===== src/verilog/hello_params.svh =====
/*
 * hello-world register map constants
 * register addresses, the value returned for unmapped reads
 * and the AXI-Lite response code used on both channels
 */

`ifndef HELLO_PARAMS_SVH
`define HELLO_PARAMS_SVH

// byte-swapped on readback
`define HELLO_WORLD_REG_ADDR 32'h0000_0500

// led shadow, low 16 bits only
`define VLED_REG_ADDR 32'h0000_0504

// anything outside the map reads as this
`define UNIMPLEMENTED_REG_VALUE 32'hDEAD_DEAD

// only response this slave ever gives
`define RESP_OKAY 2'b00

`endif


===== src/verilog/axil_pkg.sv =====
/*
 * AXI-Lite bus types
 * address, data and response widths of the slave port,
 * plus the states of the write channel FSM
 */

package axil_pkg;

   // byte address from the master
   typedef logic [31:0] addr_t;

   // single data beat, no strobes
   typedef logic [31:0] data_t;

   // bresp / rresp code
   typedef logic [1:0] resp_t;

   // write channel FSM
   // idle waits for AW, data waits for W, resp holds B
   typedef enum logic [1:0] {
      WR_IDLE = 2'd0,
      WR_DATA = 2'd1,
      WR_RESP = 2'd2
   } wr_state_e;

endpackage


===== src/verilog/hello_pkg.sv =====
/*
 * hello-world register map types
 * contents of the hello-world word and the
 * width of the virtual LED and DIP vectors
 */

package hello_pkg;

   // full hello-world register
   typedef logic [31:0] hello_word_t;

   // one bit per virtual LED or DIP switch
   typedef logic [15:0] vled_t;

endpackage


===== src/verilog/axil_write_slave.sv =====
/*
 * AXI-Lite write slave
 * takes one AW beat, then one W beat, then holds an OKAY
 * B response until the master accepts it; the W transfer
 * becomes a single-cycle write strobe to the register file
 */

`timescale 1ns/10ps

`include "hello_params.svh"

module axil_write_slave (
   input  logic                     clk_main_a0,
   input  logic                     rst_main_n_sync,
   input  logic                     i_awvalid,
   input  axil_pkg::addr_t          i_awaddr,
   output logic                     o_awready,
   input  logic                     i_wvalid,
   input  axil_pkg::data_t          i_wdata,
   output logic                     o_wready,
   output logic                     o_bvalid,
   output axil_pkg::resp_t          o_bresp,
   input  logic                     i_bready,
   output logic                     o_wr_en,
   output axil_pkg::addr_t          o_wr_addr,
   output axil_pkg::data_t          o_wr_data
);

   axil_pkg::wr_state_e wr_state;
   axil_pkg::wr_state_e wr_state_nxt;
   axil_pkg::addr_t     wr_addr_q;

   // ---------------------------------------------------------------------
   // state machine
   // ---------------------------------------------------------------------
   always_comb
   begin
      wr_state_nxt = wr_state;
      case (wr_state)
         axil_pkg::WR_IDLE:
            if (i_awvalid)
               wr_state_nxt = axil_pkg::WR_DATA;
         axil_pkg::WR_DATA:
            // wready follows wvalid, so valid alone is the transfer
            if (i_wvalid)
               wr_state_nxt = axil_pkg::WR_RESP;
         axil_pkg::WR_RESP:
            if (i_bready)
               wr_state_nxt = axil_pkg::WR_IDLE;
         default:
            wr_state_nxt = axil_pkg::WR_IDLE;
      endcase
   end

   always_ff @(posedge clk_main_a0)
   begin
      if (!rst_main_n_sync)
      begin
         wr_state  <= axil_pkg::WR_IDLE;
         wr_addr_q <= '0;
      end
      else
      begin
         wr_state <= wr_state_nxt;
         // address held for the data beat
         if (wr_state == axil_pkg::WR_IDLE && i_awvalid)
            wr_addr_q <= i_awaddr;
      end
   end

   // ---------------------------------------------------------------------
   // channel outputs
   // ---------------------------------------------------------------------
   assign o_awready = (wr_state == axil_pkg::WR_IDLE);
   assign o_wready  = (wr_state == axil_pkg::WR_DATA) && i_wvalid;
   assign o_bvalid  = (wr_state == axil_pkg::WR_RESP);
   assign o_bresp   = `RESP_OKAY;

   // write strobe on the W transfer edge, data straight from the bus
   assign o_wr_en   = o_wready;
   assign o_wr_addr = wr_addr_q;
   assign o_wr_data = i_wdata;

   // response must not be withdrawn before the master takes it
   bvalid_held_a : assert property (
      @(posedge clk_main_a0) disable iff (!rst_main_n_sync)
      (o_bvalid && !i_bready) |=> o_bvalid
   );

endmodule


===== src/verilog/axil_read_slave.sv =====
/*
 * AXI-Lite read slave
 * captures the read address on a completed AR handshake,
 * strobes the register file one cycle later, registers the
 * returned word and holds R until the master accepts it
 */

`timescale 1ns/10ps

`include "hello_params.svh"

module axil_read_slave (
   input  logic                     clk_main_a0,
   input  logic                     rst_main_n_sync,
   input  logic                     i_arvalid,
   input  axil_pkg::addr_t          i_araddr,
   output logic                     o_arready,
   output logic                     o_rvalid,
   output axil_pkg::data_t          o_rdata,
   output axil_pkg::resp_t          o_rresp,
   input  logic                     i_rready,
   output logic                     o_rd_en,
   output axil_pkg::addr_t          o_rd_addr,
   input  axil_pkg::data_t          i_rd_data
);

   logic            rd_pend_q;
   axil_pkg::addr_t rd_addr_q;
   logic            rvalid_q;
   axil_pkg::data_t rdata_q;

   // one access at a time
   assign o_arready = !rd_pend_q && !rvalid_q;

   // ---------------------------------------------------------------------
   // address capture, only on a real handshake
   // ---------------------------------------------------------------------
   always_ff @(posedge clk_main_a0)
   begin
      if (!rst_main_n_sync)
      begin
         rd_pend_q <= 1'b0;
         rd_addr_q <= '0;
      end
      else if (i_arvalid && o_arready)
      begin
         rd_pend_q <= 1'b1;
         rd_addr_q <= i_araddr;
      end
      else
      begin
         rd_pend_q <= 1'b0;
      end
   end

   // lookup strobe, one cycle after AR
   assign o_rd_en   = rd_pend_q;
   assign o_rd_addr = rd_addr_q;

   // ---------------------------------------------------------------------
   // read data hold
   // ---------------------------------------------------------------------
   always_ff @(posedge clk_main_a0)
   begin
      if (!rst_main_n_sync)
      begin
         rvalid_q <= 1'b0;
         rdata_q  <= '0;
      end
      else if (o_rd_en)
      begin
         rvalid_q <= 1'b1;
         rdata_q  <= i_rd_data;
      end
      else if (rvalid_q && i_rready)
      begin
         rvalid_q <= 1'b0;
      end
   end

   assign o_rvalid = rvalid_q;
   assign o_rdata  = rdata_q;
   assign o_rresp  = `RESP_OKAY;

   // data frozen while the master stalls
   rdata_stable_a : assert property (
      @(posedge clk_main_a0) disable iff (!rst_main_n_sync)
      (o_rvalid && !i_rready) |=> $stable(o_rdata)
   );

endmodule


===== src/verilog/hello_regs.sv =====
/*
 * hello-world register file
 * stores the word written to the hello-world address and
 * decodes reads: swapped word, LED shadow or a fixed
 * marker for addresses outside the map
 */

`timescale 1ns/10ps

`include "hello_params.svh"

module hello_regs (
   input  logic                     clk_main_a0,
   input  logic                     rst_main_n_sync,
   input  logic                     i_wr_en,
   input  axil_pkg::addr_t          i_wr_addr,
   input  axil_pkg::data_t          i_wr_data,
   input  axil_pkg::addr_t          i_rd_addr,
   output axil_pkg::data_t          o_rd_data,
   input  hello_pkg::vled_t         i_vled,
   output hello_pkg::hello_word_t   o_hello
);

   hello_pkg::hello_word_t hello_q;
   hello_pkg::hello_word_t hello_swapped;

   // ---------------------------------------------------------------------
   // write decode
   // ---------------------------------------------------------------------
   always_ff @(posedge clk_main_a0)
   begin
      if (!rst_main_n_sync)
         hello_q <= '0;
      // writes to other addresses are accepted and dropped
      else if (i_wr_en && (i_wr_addr == `HELLO_WORLD_REG_ADDR))
         hello_q <= i_wr_data;
   end

   assign o_hello = hello_q;

   // byte order reversed on readback
   assign hello_swapped = {hello_q[7:0], hello_q[15:8], hello_q[23:16], hello_q[31:24]};

   // ---------------------------------------------------------------------
   // read mux
   // ---------------------------------------------------------------------
   always_comb
   begin
      case (i_rd_addr)
         `HELLO_WORLD_REG_ADDR:
            o_rd_data = hello_swapped;
         `VLED_REG_ADDR:
            // zero-extended, not swapped
            o_rd_data = {16'h0000, i_vled};
         default:
            o_rd_data = `UNIMPLEMENTED_REG_VALUE;
      endcase
   end

endmodule


===== src/verilog/vled_ctrl.sv =====
/*
 * virtual LED control
 * shadows the low half of the hello-world word, brings the
 * DIP switches in through two flops and drives the LED
 * shadow masked by the switches
 */

`timescale 1ns/10ps

module vled_ctrl (
   input  logic                     clk_main_a0,
   input  logic                     rst_main_n_sync,
   input  hello_pkg::hello_word_t   i_hello,
   input  hello_pkg::vled_t         i_status_vdip,
   output hello_pkg::vled_t         o_vled,
   output hello_pkg::vled_t         o_status_vled
);

   hello_pkg::vled_t vdip_q;
   hello_pkg::vled_t vdip_q2;
   hello_pkg::vled_t vled_q;
   hello_pkg::vled_t status_vled_q;

   // ---------------------------------------------------------------------
   // sync, shadow and masked output
   // ---------------------------------------------------------------------
   always_ff @(posedge clk_main_a0)
   begin
      if (!rst_main_n_sync)
      begin
         vdip_q        <= '0;
         vdip_q2       <= '0;
         vled_q        <= '0;
         status_vled_q <= '0;
      end
      else
      begin
         // two-flop synchronizer for the switches
         vdip_q        <= i_status_vdip;
         vdip_q2       <= vdip_q;
         // led shadow lags the register by one edge
         vled_q        <= i_hello[15:0];
         // switch low turns its led off
         status_vled_q <= vled_q & vdip_q2;
      end
   end

   assign o_vled        = vled_q;
   assign o_status_vled = status_vled_q;

endmodule


===== src/verilog/cl_hello_world.sv =====
/*
 * hello-world custom logic top
 * AXI-Lite slave port split into write and read channel
 * blocks, feeding the hello-world register file and the
 * virtual LED logic
 */

`timescale 1ns/10ps

module cl_hello_world (
   input  logic                     clk_main_a0,
   input  logic                     rst_main_n_sync,
   input  logic                     i_awvalid,
   input  axil_pkg::addr_t          i_awaddr,
   output logic                     o_awready,
   input  logic                     i_wvalid,
   input  axil_pkg::data_t          i_wdata,
   output logic                     o_wready,
   output logic                     o_bvalid,
   output axil_pkg::resp_t          o_bresp,
   input  logic                     i_bready,
   input  logic                     i_arvalid,
   input  axil_pkg::addr_t          i_araddr,
   output logic                     o_arready,
   output logic                     o_rvalid,
   output axil_pkg::data_t          o_rdata,
   output axil_pkg::resp_t          o_rresp,
   input  logic                     i_rready,
   input  hello_pkg::vled_t         i_status_vdip,
   output hello_pkg::vled_t         o_status_vled
);

   // register write port
   logic                   wr_en;
   axil_pkg::addr_t        wr_addr;
   axil_pkg::data_t        wr_data;
   // register read port
   axil_pkg::addr_t        rd_addr;
   axil_pkg::data_t        rd_data;
   // register file <-> led logic
   hello_pkg::hello_word_t hello;
   hello_pkg::vled_t       vled;

   // ---------------------------------------------------------------------
   // AXI-Lite channels
   // ---------------------------------------------------------------------
   axil_write_slave write_slave_i (
      .clk_main_a0     (clk_main_a0),
      .rst_main_n_sync (rst_main_n_sync),
      .i_awvalid       (i_awvalid),
      .i_awaddr        (i_awaddr),
      .o_awready       (o_awready),
      .i_wvalid        (i_wvalid),
      .i_wdata         (i_wdata),
      .o_wready        (o_wready),
      .o_bvalid        (o_bvalid),
      .o_bresp         (o_bresp),
      .i_bready        (i_bready),
      .o_wr_en         (wr_en),
      .o_wr_addr       (wr_addr),
      .o_wr_data       (wr_data)
   );

   axil_read_slave read_slave_i (
      .clk_main_a0     (clk_main_a0),
      .rst_main_n_sync (rst_main_n_sync),
      .i_arvalid       (i_arvalid),
      .i_araddr        (i_araddr),
      .o_arready       (o_arready),
      .o_rvalid        (o_rvalid),
      .o_rdata         (o_rdata),
      .o_rresp         (o_rresp),
      .i_rready        (i_rready),
      // no read side effects in this register map
      .o_rd_en         (),
      .o_rd_addr       (rd_addr),
      .i_rd_data       (rd_data)
   );

   // ---------------------------------------------------------------------
   // registers and leds
   // ---------------------------------------------------------------------
   hello_regs regs_i (
      .clk_main_a0     (clk_main_a0),
      .rst_main_n_sync (rst_main_n_sync),
      .i_wr_en         (wr_en),
      .i_wr_addr       (wr_addr),
      .i_wr_data       (wr_data),
      .i_rd_addr       (rd_addr),
      .o_rd_data       (rd_data),
      .i_vled          (vled),
      .o_hello         (hello)
   );

   vled_ctrl vled_i (
      .clk_main_a0     (clk_main_a0),
      .rst_main_n_sync (rst_main_n_sync),
      .i_hello         (hello),
      .i_status_vdip   (i_status_vdip),
      .o_vled          (vled),
      .o_status_vled   (o_status_vled)
   );

endmodule


===== config.mk =====
export PLATFORM = sky130hd
export DESIGN_NAME = cl_hello_world
export DESIGN_NICKNAME = d
export VERILOG_FILES = /design/src/verilog/axil_pkg.sv /design/src/verilog/hello_pkg.sv /design/src/verilog/axil_write_slave.sv /design/src/verilog/axil_read_slave.sv /design/src/verilog/hello_regs.sv /design/src/verilog/vled_ctrl.sv /design/src/verilog/cl_hello_world.sv
export VERILOG_INCLUDE_DIRS = /design/src /design/src/verilog
export SDC_FILE = /design/constraint.sdc
export NUM_CORES = 1
export LEC_CHECK = 0
export ABC_AREA = 0
export BUFFER_PORTS_ARGS = -buffer_cell sky130_fd_sc_hd__buf_2
export CAP_MARGIN = 30
export CORE_ASPECT_RATIO = 0.9
export CORE_MARGIN = 5
export CORE_UTILIZATION = 32
export DETAILED_ROUTE_END_ITERATION = 10
export PLACE_DENSITY_LB_ADDON = 0.08
export SYNTH_ARGS = -nofsm -noshare
export SYNTH_HDL_FRONTEND = slang
export SYNTH_SLANG_ARGS = --single-unit

===== constraint.sdc =====
create_clock -name clk_main_a0 -period 3.1 [get_ports clk_main_a0]
set_input_delay 0.31 -clock clk_main_a0 [delete_from_list [all_inputs] [get_ports clk_main_a0]]
set_output_delay 0.31 -clock clk_main_a0 [all_outputs]
set_load 0.01 [all_outputs]

==> results.md, run 1 <==
* Setup TNS Final at 0 ns
* Largest net degree at the start of global routing at approximately 110
* Final cycle utilization of the critical path at 66.2%
* Area of the die at 24900 um^2
* Core area at roughly 22000 um^2
* Sequential share of power at 47.8%
* CTS Hold Bufs at 0
* Critical path class: flop to flop
* Crit path from: write_slave_i.o_wr_addr[17]
* Initial Utilization at 32.4%
* Inst Count DP at 1178
* Total GRT Usage at 15.0%
* Minimum clock period at 2.05 ns
* Vias in the first global route at between 5000 and 6000
* CP Capture Type: flop
* H-tree levels at 4
* DRC at 0
* CP Data Arrival Time at 2.41 ns
* Share of cells above drive strength 1 at 24.4%
* Number of synthesized register bits at 196
* Rows at 51
* Router iterations before antenna repair at 4
* Synth-to-Final Area Change at 25.1%
* Fin cells at 1212
* Layout Nets at 1025
* Mux cell area share after synthesis at 4.72%
* Fmax at 488 MHz
* Cts repair resizes at 0
* # IOs at about 180
* Outcome: complete, no violations
* Count of final setup violators at 0
* Worst min path class: primary input to flop
* Yosys warns at 0
* Antenna violations before repair at 6
* Sequential area share after synthesis at a little under three fifths
* Worst slew margin at between 30% and 40%
* HPWL after DPL at 13500 um
* Worst hold start: i_status_vdip[14]
* R2R cell count at 5
* Post-CTS Setup Bufs at 0
* Largest family of logic cells by synthesized area: simple AND/OR/NAND/NOR gates
* Worst Hold End: vled_i.vdip_q[14]
* Comb power frac at 7.9%
* Post-synthesis adder-cell area fraction at 0%
* Routability congestion estimate at roughly 0.75
* Slew Limit Fails at 0
* Clk root buf: clkbuf_16
* Crit-path max FO at 17
* Post-Synthesis Cells at 765
* Fin. Hold Viols at 0
* Worst Hold Path Cells at 2
* Fill cells at 2270
* Die Wd at 166 um
* RSZ-0062 raised after global routing: no
* Register area at 3930 um^2
* Max-cap violations at 0
* Multi-input logic area at ~2700 um^2
* Power density over the cells at 638 nW/um^2
* Worst Tran Pin Value at between 0.9 and 1 ns
* Avg WL per Cell at 15.7 um
* Clock Path Buffers at 2
* IO Port Bufs at 171
* Clock sink total at just under 200
* Antenna-violating nets left at 0
* Gr ovfl total at 0
* Total Power at between 5 and 6 mW
* FF-to-FF Start: write_slave_i.o_wr_addr[17]
* Die height at about 150 um
* Worst-case clock skew at 0.0126 ns
* Critical path data required time at approximately 3.5 ns
* P_leak at 3.75 nW
* Worst setup SP type: flop
* Simple-gate portion of the synthesized area at roughly 22%
* CTS tree: done
* P_sw at 1.33 mW
* Maximum vdd ir drop at 0.300 mV
* CTS Buf Count at 17
* Initial drt markers at 287
* R2R Setup Slk at 1.05 ns
* Internal power at approximately 4.3 mW
* Clk pwr share at ~44%
* Netlist cell types at 30
* Min Hold Slack at 0.0792 ns
* Clk slew on worst S/H paths at approximately 0.070 ns
* Sw Ratio at 23.8%
* Cell Area, Synth at between 6000 and 7000 um^2
* Synth Area in XOR/XNOR at 0%
* Routed WL at between 15000 and 20000 um
* Via/cell ratio at 4.51
* Reg2Reg Capture Point: regs_i.o_hello[2]
* Compound-Gate Fraction of Synth Area at between 10% and 20%
* Mapped Avg Cell Area at 9.15 um^2
* Worst skew pair latency at approximately 0.43 ns
* Routed vias at 5469
* First-pass GRT wire length at between 20000 and 30000 um
-- flip-flops by register name, summed over array words and instances (netlist names), 16 cells and up --
name	cells
read_slave_i.o_rd_addr	32
read_slave_i.o_rdata	32
regs_i.o_hello	32
write_slave_i.o_wr_addr	32
vled_i.o_status_vled	16
vled_i.o_vled	16
vled_i.vdip_q2	16
vled_i.vdip_q	16
-- power groups by stage --
| stage | clock [mW] | sequential (mW) | combinational, mW |
|---|---|---|---|
| after floorplan | 0 | 2.72 | 0.269 |
| after global placement | 0 | 2.73 | 0.438 |
| after detailed placement | 0 | 2.73 | 0.446 |
| after CTS | 2.56 | 2.67 | 0.448 |
| after global routing | 2.65 | 2.68 | 0.493 |
| final | 2.48 | 2.67 | 0.439 |
-- cell usage after synthesis, drive strengths merged --
library cell / instances / area [um^2]
a21oi: 82 / 410
inv: 20 / 75.1
clkbuf: 56 / 210
nor4: 13 / 141
mux2i: 33 / 330
nand3: 1 / 10.0
o21ai: 22 / 110
nand2: 168 / 631
nand4: 19 / 134
and2: 35 / 219
dfxtp: 196 / 3920
nor3: 8 / 51.3
nand2b: 11 / 68.8
a31oi: 22 / 138
and3: 17 / 106
and4: 1 / 8.76
and3b: 1 / 8.76
nor4b: 5 / 43.8
conb: 1 / 3.75
o21a: 10 / 75.1
nor2b: 12 / 75.1
buf: 8 / 60.1
nor4bb: 2 / 20.0
nor2: 6 / 22.5
o31ai: 16 / 120
-- metal layers --
metal / part of all wire, % / up-vias / GRT usage [%]
met4: 1.2 / 8 / 4.00
li1: - / 2856 / -
met3: 5.7 / 23 / 4.75
met2: 42 / 128 / 21.5
met5: 0.22 / - / 0
met1: 51 / 2454 / 21.8
-- cell families after synthesis --
logic type	Yosys count
AND/OR/NAND/NOR	299
other	1
flip-flops	196
multiplexers	33
AO/OA/AOI/OAI	152
buffers and inverters	84
-- placed cells by master, fill, tap and decap left out, drive strengths merged --
cell type,n
clkbuf,17
a21oi,82
nor3,8
and3b,1
nand2b,11
inv,27
a31oi,22
conb,4
nand4,19
o31ai,16
dfxtp,196
nor4,13
buf,183
diode,2
nor2b,12
nor2,6
clkinv,1
mux2i,33
o21ai,22
nand3,1
and3,17
nor4bb,2
nor4b,5
and2,35
and4,1
o21a,10
bufinv,5
clkinvlp,2
nand2,168
-- worst max-delay path, stage by stage, from the launching register on --
cell and delay (ns):
dfxtp_1 0.31, nor4_1 0.44, nand3_2 0.44, nor3_4 0.22, buf_4 0.33, mux2i_1 0.23
-- how the worst max path moves through the flow --
| stage | endpoint | slack, ns | cells past startpoint |
|---|---|---|---|
| floorplan | regs_i.o_hello[10] | 1.40 | 6 |
| finish | regs_i.o_hello[2] | 1.05 | 5 |
| detailed placement | regs_i.o_hello[2] | 1.08 | 5 |
| CTS | regs_i.o_hello[2] | 1.06 | 5 |
| global placement | regs_i.o_hello[14] | 1.11 | 5 |
| global route | regs_i.o_hello[2] | 0.90 | 5 |
-- stage by stage --
| step | util [%] | instance area [um^2] | worst slack, ns |
|---|---|---|---|
| after floorplan | - | 7010 | 1.40 |
| after global placement | 37.3 | 8050 | 1.11 |
| after detailed placement | 37.5 | 8080 | 1.08 |
| after CTS | 40.5 | 8750 | 1.06 |
| after global routing | 40.6 | 8750 | 0.899 |
| final | 40.6 | 8750 | 1.05 |
-- layout make-up --
class | count | share of cell area [%]
well taps | 291 | 4.16
inverters | 20 | 0.858
flip-flops and latches | 196 | 44.9
repair buffers | 183 | 11.2
clock inverters | 15 | 2.73
clock buffers | 17 | 4.86
multi-input cells | 488 | 31.3
diodes | 2 | 0.0572
No activity file was read; power rests on OpenSTA's default activity.
==> run 2: changes to the inputs <==
ABC_AREA = 1   (was 0)
clock period = 2 ns   (was 3.1 ns; I/O delays follow)
==> results.md, run 2 <==
* Sequential area share after synthesis at 52.1% (-4.0 points)
* Routed vias at 6369 (+16%)
* Ys async rst share at 0% (unchanged)
* FF-to-FF Start: read_slave_i.o_rd_addr[14]
* Worst skew pair latency at 0.43 ns (about the same)
* Total GRT Usage at 15.3% (+0.30 points)
* Avg WL per Cell at 13.6 um (-13%)
* Area of the die at 26700 um^2 (+7.1%)
* Crit path max-delay family: simple AND/OR/NAND/NOR gates
* Synth-to-Final Area Change at 25.1% (about the same)
* Post-CTS Setup Bufs at 0 (unchanged)
* Final worst setup slack at 0.450 ns (-0.599 ns)
* IO Port Bufs at 171 (unchanged)
* Crit-path max FO at 27 (+10)
* Core area at 23300 um^2 (+7.9%)
* # IOs at 176 (unchanged)
* Most numerous cell in the Yosys netlist: nor2_1
* Router iterations before antenna repair at 4 (unchanged)
* Worst Hold End: write_slave_i.wr_state[1]
* Metal2 WL at 8810 um (+11%)
* Worst setup SP type: flop
* Share of cells above drive strength 1 at 20.4% (-3.9 points)
* RSZ-0062 raised after global routing: no
* Post-layout instance area at 9420 um^2 (+7.6%)
* Number of synthesized register bits at 196 (unchanged)
* Post-synth EDFFs at 0 (unchanged)
* Min Hold Slack at 0.0217 ns (-0.0575 ns)
* Die height at 156 um (+3.5%)
* DP Area at 8620 um^2 (+6.6%)
* Slowest stage cell, crit path: dfxtp_1
* CP Buf/Inv Count at 2 (+1)
* Reg2Reg Capture Point: read_slave_i.o_rdata[0]
* Maximum vdd ir drop at 0.509 mV (+70%)
* Die Wd at 172 um (+3.5%)
* DRC at 0 (unchanged)
* Critical path data required time at 2.36 ns (-1.10 ns)
* CTS Buf Count at 17 (unchanged)
* Final Util at 40.5% (-0.12 points)
* M1 WL at 10100 um (+3.4%)
* Count of final setup violators at 0 (unchanged)
* Largest net degree at the start of global routing at 126 (+12%)
* CTS Hold Bufs at 17 (+17)
* WL met3 at 1200 um (+11%)
* Ant. Diodes at 0 (-2)
* Pre-CTS WS at 0.445 ns (-0.631 ns)
* Total Power at 8.68 mW (+56%)
* Fmax at 645 MHz (+32%)
* Yosys warns at 0 (unchanged)
* Power density over the cells at 922 nW/um^2 (+45%)
* R2R Setup Slk at 0.45 ns (-0.60 ns)
* Max-cap violations at 0 (unchanged)
* Fin. Hold Viols at 0 (unchanged)
* Fill cells at 2534 (+12%)
* Cts repair resizes at 0 (unchanged)
* Fin cells at 1486 (+23%)
* Top-area cell type share of the netlist area at 52.1% (-4.0 points)
* Initial Utilization at 32.3% (-0.10 points)
* Clk slew on worst S/H paths at 0.07 ns (about the same)
* Critical path class: flop to flop
* Gr ovfl total at 0 (unchanged)
* First-pass GRT wire length at 32100 um (+9.7%)
* Clock sink total at 196 (unchanged)
* HPWL after DPL at 14300 um (+6.4%)
* H-tree levels at 4 (unchanged)
* Via/cell ratio at 4.29 (-5.0%)
* Routed WL at 20300 um (+6.4%)
* Vias in the first global route at 6069 (+16%)
* Setup TNS Final at 0 ns (unchanged)
* Clock Path Buffers at 2 (unchanged)
* Ys flop type: dfxtp_1
* Rows at 53 (+3.9%)
* Synth top cells by count: nor2_1, dfxtp_1, nand2_1, inv_1, o21ai_0
* Yosys top cell by area: dfxtp_1
* Worst min path class: primary input to flop
* CP peak stage delay at 0.30 ns (-0.14 ns)
* Initial drt markers at 440 (+53%)
* Worst slew margin at 57.3% (+22 points)
* Antenna-violating nets left at 0 (unchanged)
* Inst Count DP at 1438 (+22%)
* Slew Limit Fails at 0 (unchanged)
* CP Capture Type: flop
* Cell Area, Synth at 7530 um^2 (+7.6%)
* Netlist cell types at 25 (-17%)
* Worst hold start: i_bready
* Outcome: complete, no violations
* Minimum clock period at 1.55 ns (-0.501 ns)
* Clk root buf: clkbuf_16
* Post-Synthesis Cells at 1011 (+32%)
* Synth area leaders: dfxtp_1, nor2_1, nand2_1, inv_1, o21ai_0
* P_leak at 4.78 nW (+27%)
* Commonest non-fill, non-tap cell in the layout: nor2_1
* CTS tree: done
* Crit path cell chain: inv_1 -> nand2_1 -> nor2_4 -> nand2_4 -> nor2_8 -> buf_4 -> nand3_1 -> nand2_1 -> nor2_1 -> nor2_1
* Final cycle utilization of the critical path at 77.5% (+11 points)
* CP Data Arrival Time at 1.91 ns (-0.50 ns)
* Worst-case clock skew at 0.0140 ns (+0.00140 ns)
* Worst Hold Path Cells at 4 (+2)
* Top layer in use: met4
* Antenna violations before repair at 0 (-6)
* Worst Tran Pin Value at 0.641 ns (-0.324 ns)
* Multi-input logic area at 2770 um^2 (+1.0%)
* Register area at 3930 um^2 (unchanged)
* R2R cell count at 10 (+5)
* Layout Nets at 1291 (+26%)
* Routability congestion estimate at 0.773 (+3.6%)
* Most frequent cells in the layout: nor2_1, dfxtp_1, buf_2
* Mapped Avg Cell Area at 7.45 um^2 (-19%)
## run 2: changes by cell type after synthesis, moves of 33 or more
cell	before	now
a21oi_1	82	47
and2_1	35	2
inv_1	20	137
mux2i_1	33	0
nand3_1	0	61
nor2_1	6	208
o21ai_0	22	80
## run 2: worst max path at each step
| stage | depth (start not counted) | slack [ns] | start | to |
|---|---|---|---|---|
| floorplan | 11 | 0.68 | read_slave_i.o_rd_addr[11] | read_slave_i.o_rdata[10] |
| global placement | 6 | 0.45 | read_slave_i.o_rd_en | read_slave_i.o_rd_addr[30] |
| finish | 10 | 0.45 | read_slave_i.o_rd_addr[14] | read_slave_i.o_rdata[0] |
| detailed placement | 6 | 0.44 | read_slave_i.o_rvalid | read_slave_i.o_rd_addr[29] |
| global route | 10 | 0.28 | read_slave_i.o_rd_addr[18] | read_slave_i.o_rdata[0] |
| CTS | 6 | 0.43 | write_slave_i.wr_state[0] | regs_i.o_hello[18] |
## run 2: logic make-up after synthesis
kind of cell / count (synthesis) / share of synthesized area (%)
AND/OR/NAND/NOR: 478 / 27.9
other: 1 / 0.0498
AO/OA/AOI/OAI: 128 / 8.54
buffers and inverters: 208 / 11.4
flip-flops: 196 / 52.1
## run 2: worst reg2reg max path, stage by stage, from the launching register on
cell	delay, ns
dfxtp_1	0.30
inv_1	0.06
nand2_1	0.08
nor2_4	0.11
nand2_4	0.10
nor2_8	0.14
buf_4	0.30
nand3_1	0.12
nand2_1	0.12
nor2_1	0.08
nor2_1	0.09
## run 2: area by class of cell
| cell class | count | area share, % |
|---|---|---|
| multi-input cells | 610 | 29.4 |
| clock buffers | 20 | 4.85 |
| clock inverters | 11 | 1.82 |
| well taps | 302 | 4.01 |
| inverters | 144 | 5.74 |
| flip-flops and latches | 196 | 41.7 |
| repair buffers | 203 | 12.5 |
## run 2: where the power goes
part           total (mW)  internal (mW)  leakage, nW  switching [mW]
registers            4.17           4.10         1.61          0.0763
clock network        3.65           2.16        0.303            1.49
logic               0.858          0.337         2.87           0.521
total                8.68           6.60         4.78            2.08
## run 2: routing by layer
metal,global-route usage (%),vias up
li1,-,3459
met1,22.6,2761
met2,22.3,139
met3,3.91,10
met4,3.62,0
met5,0,-
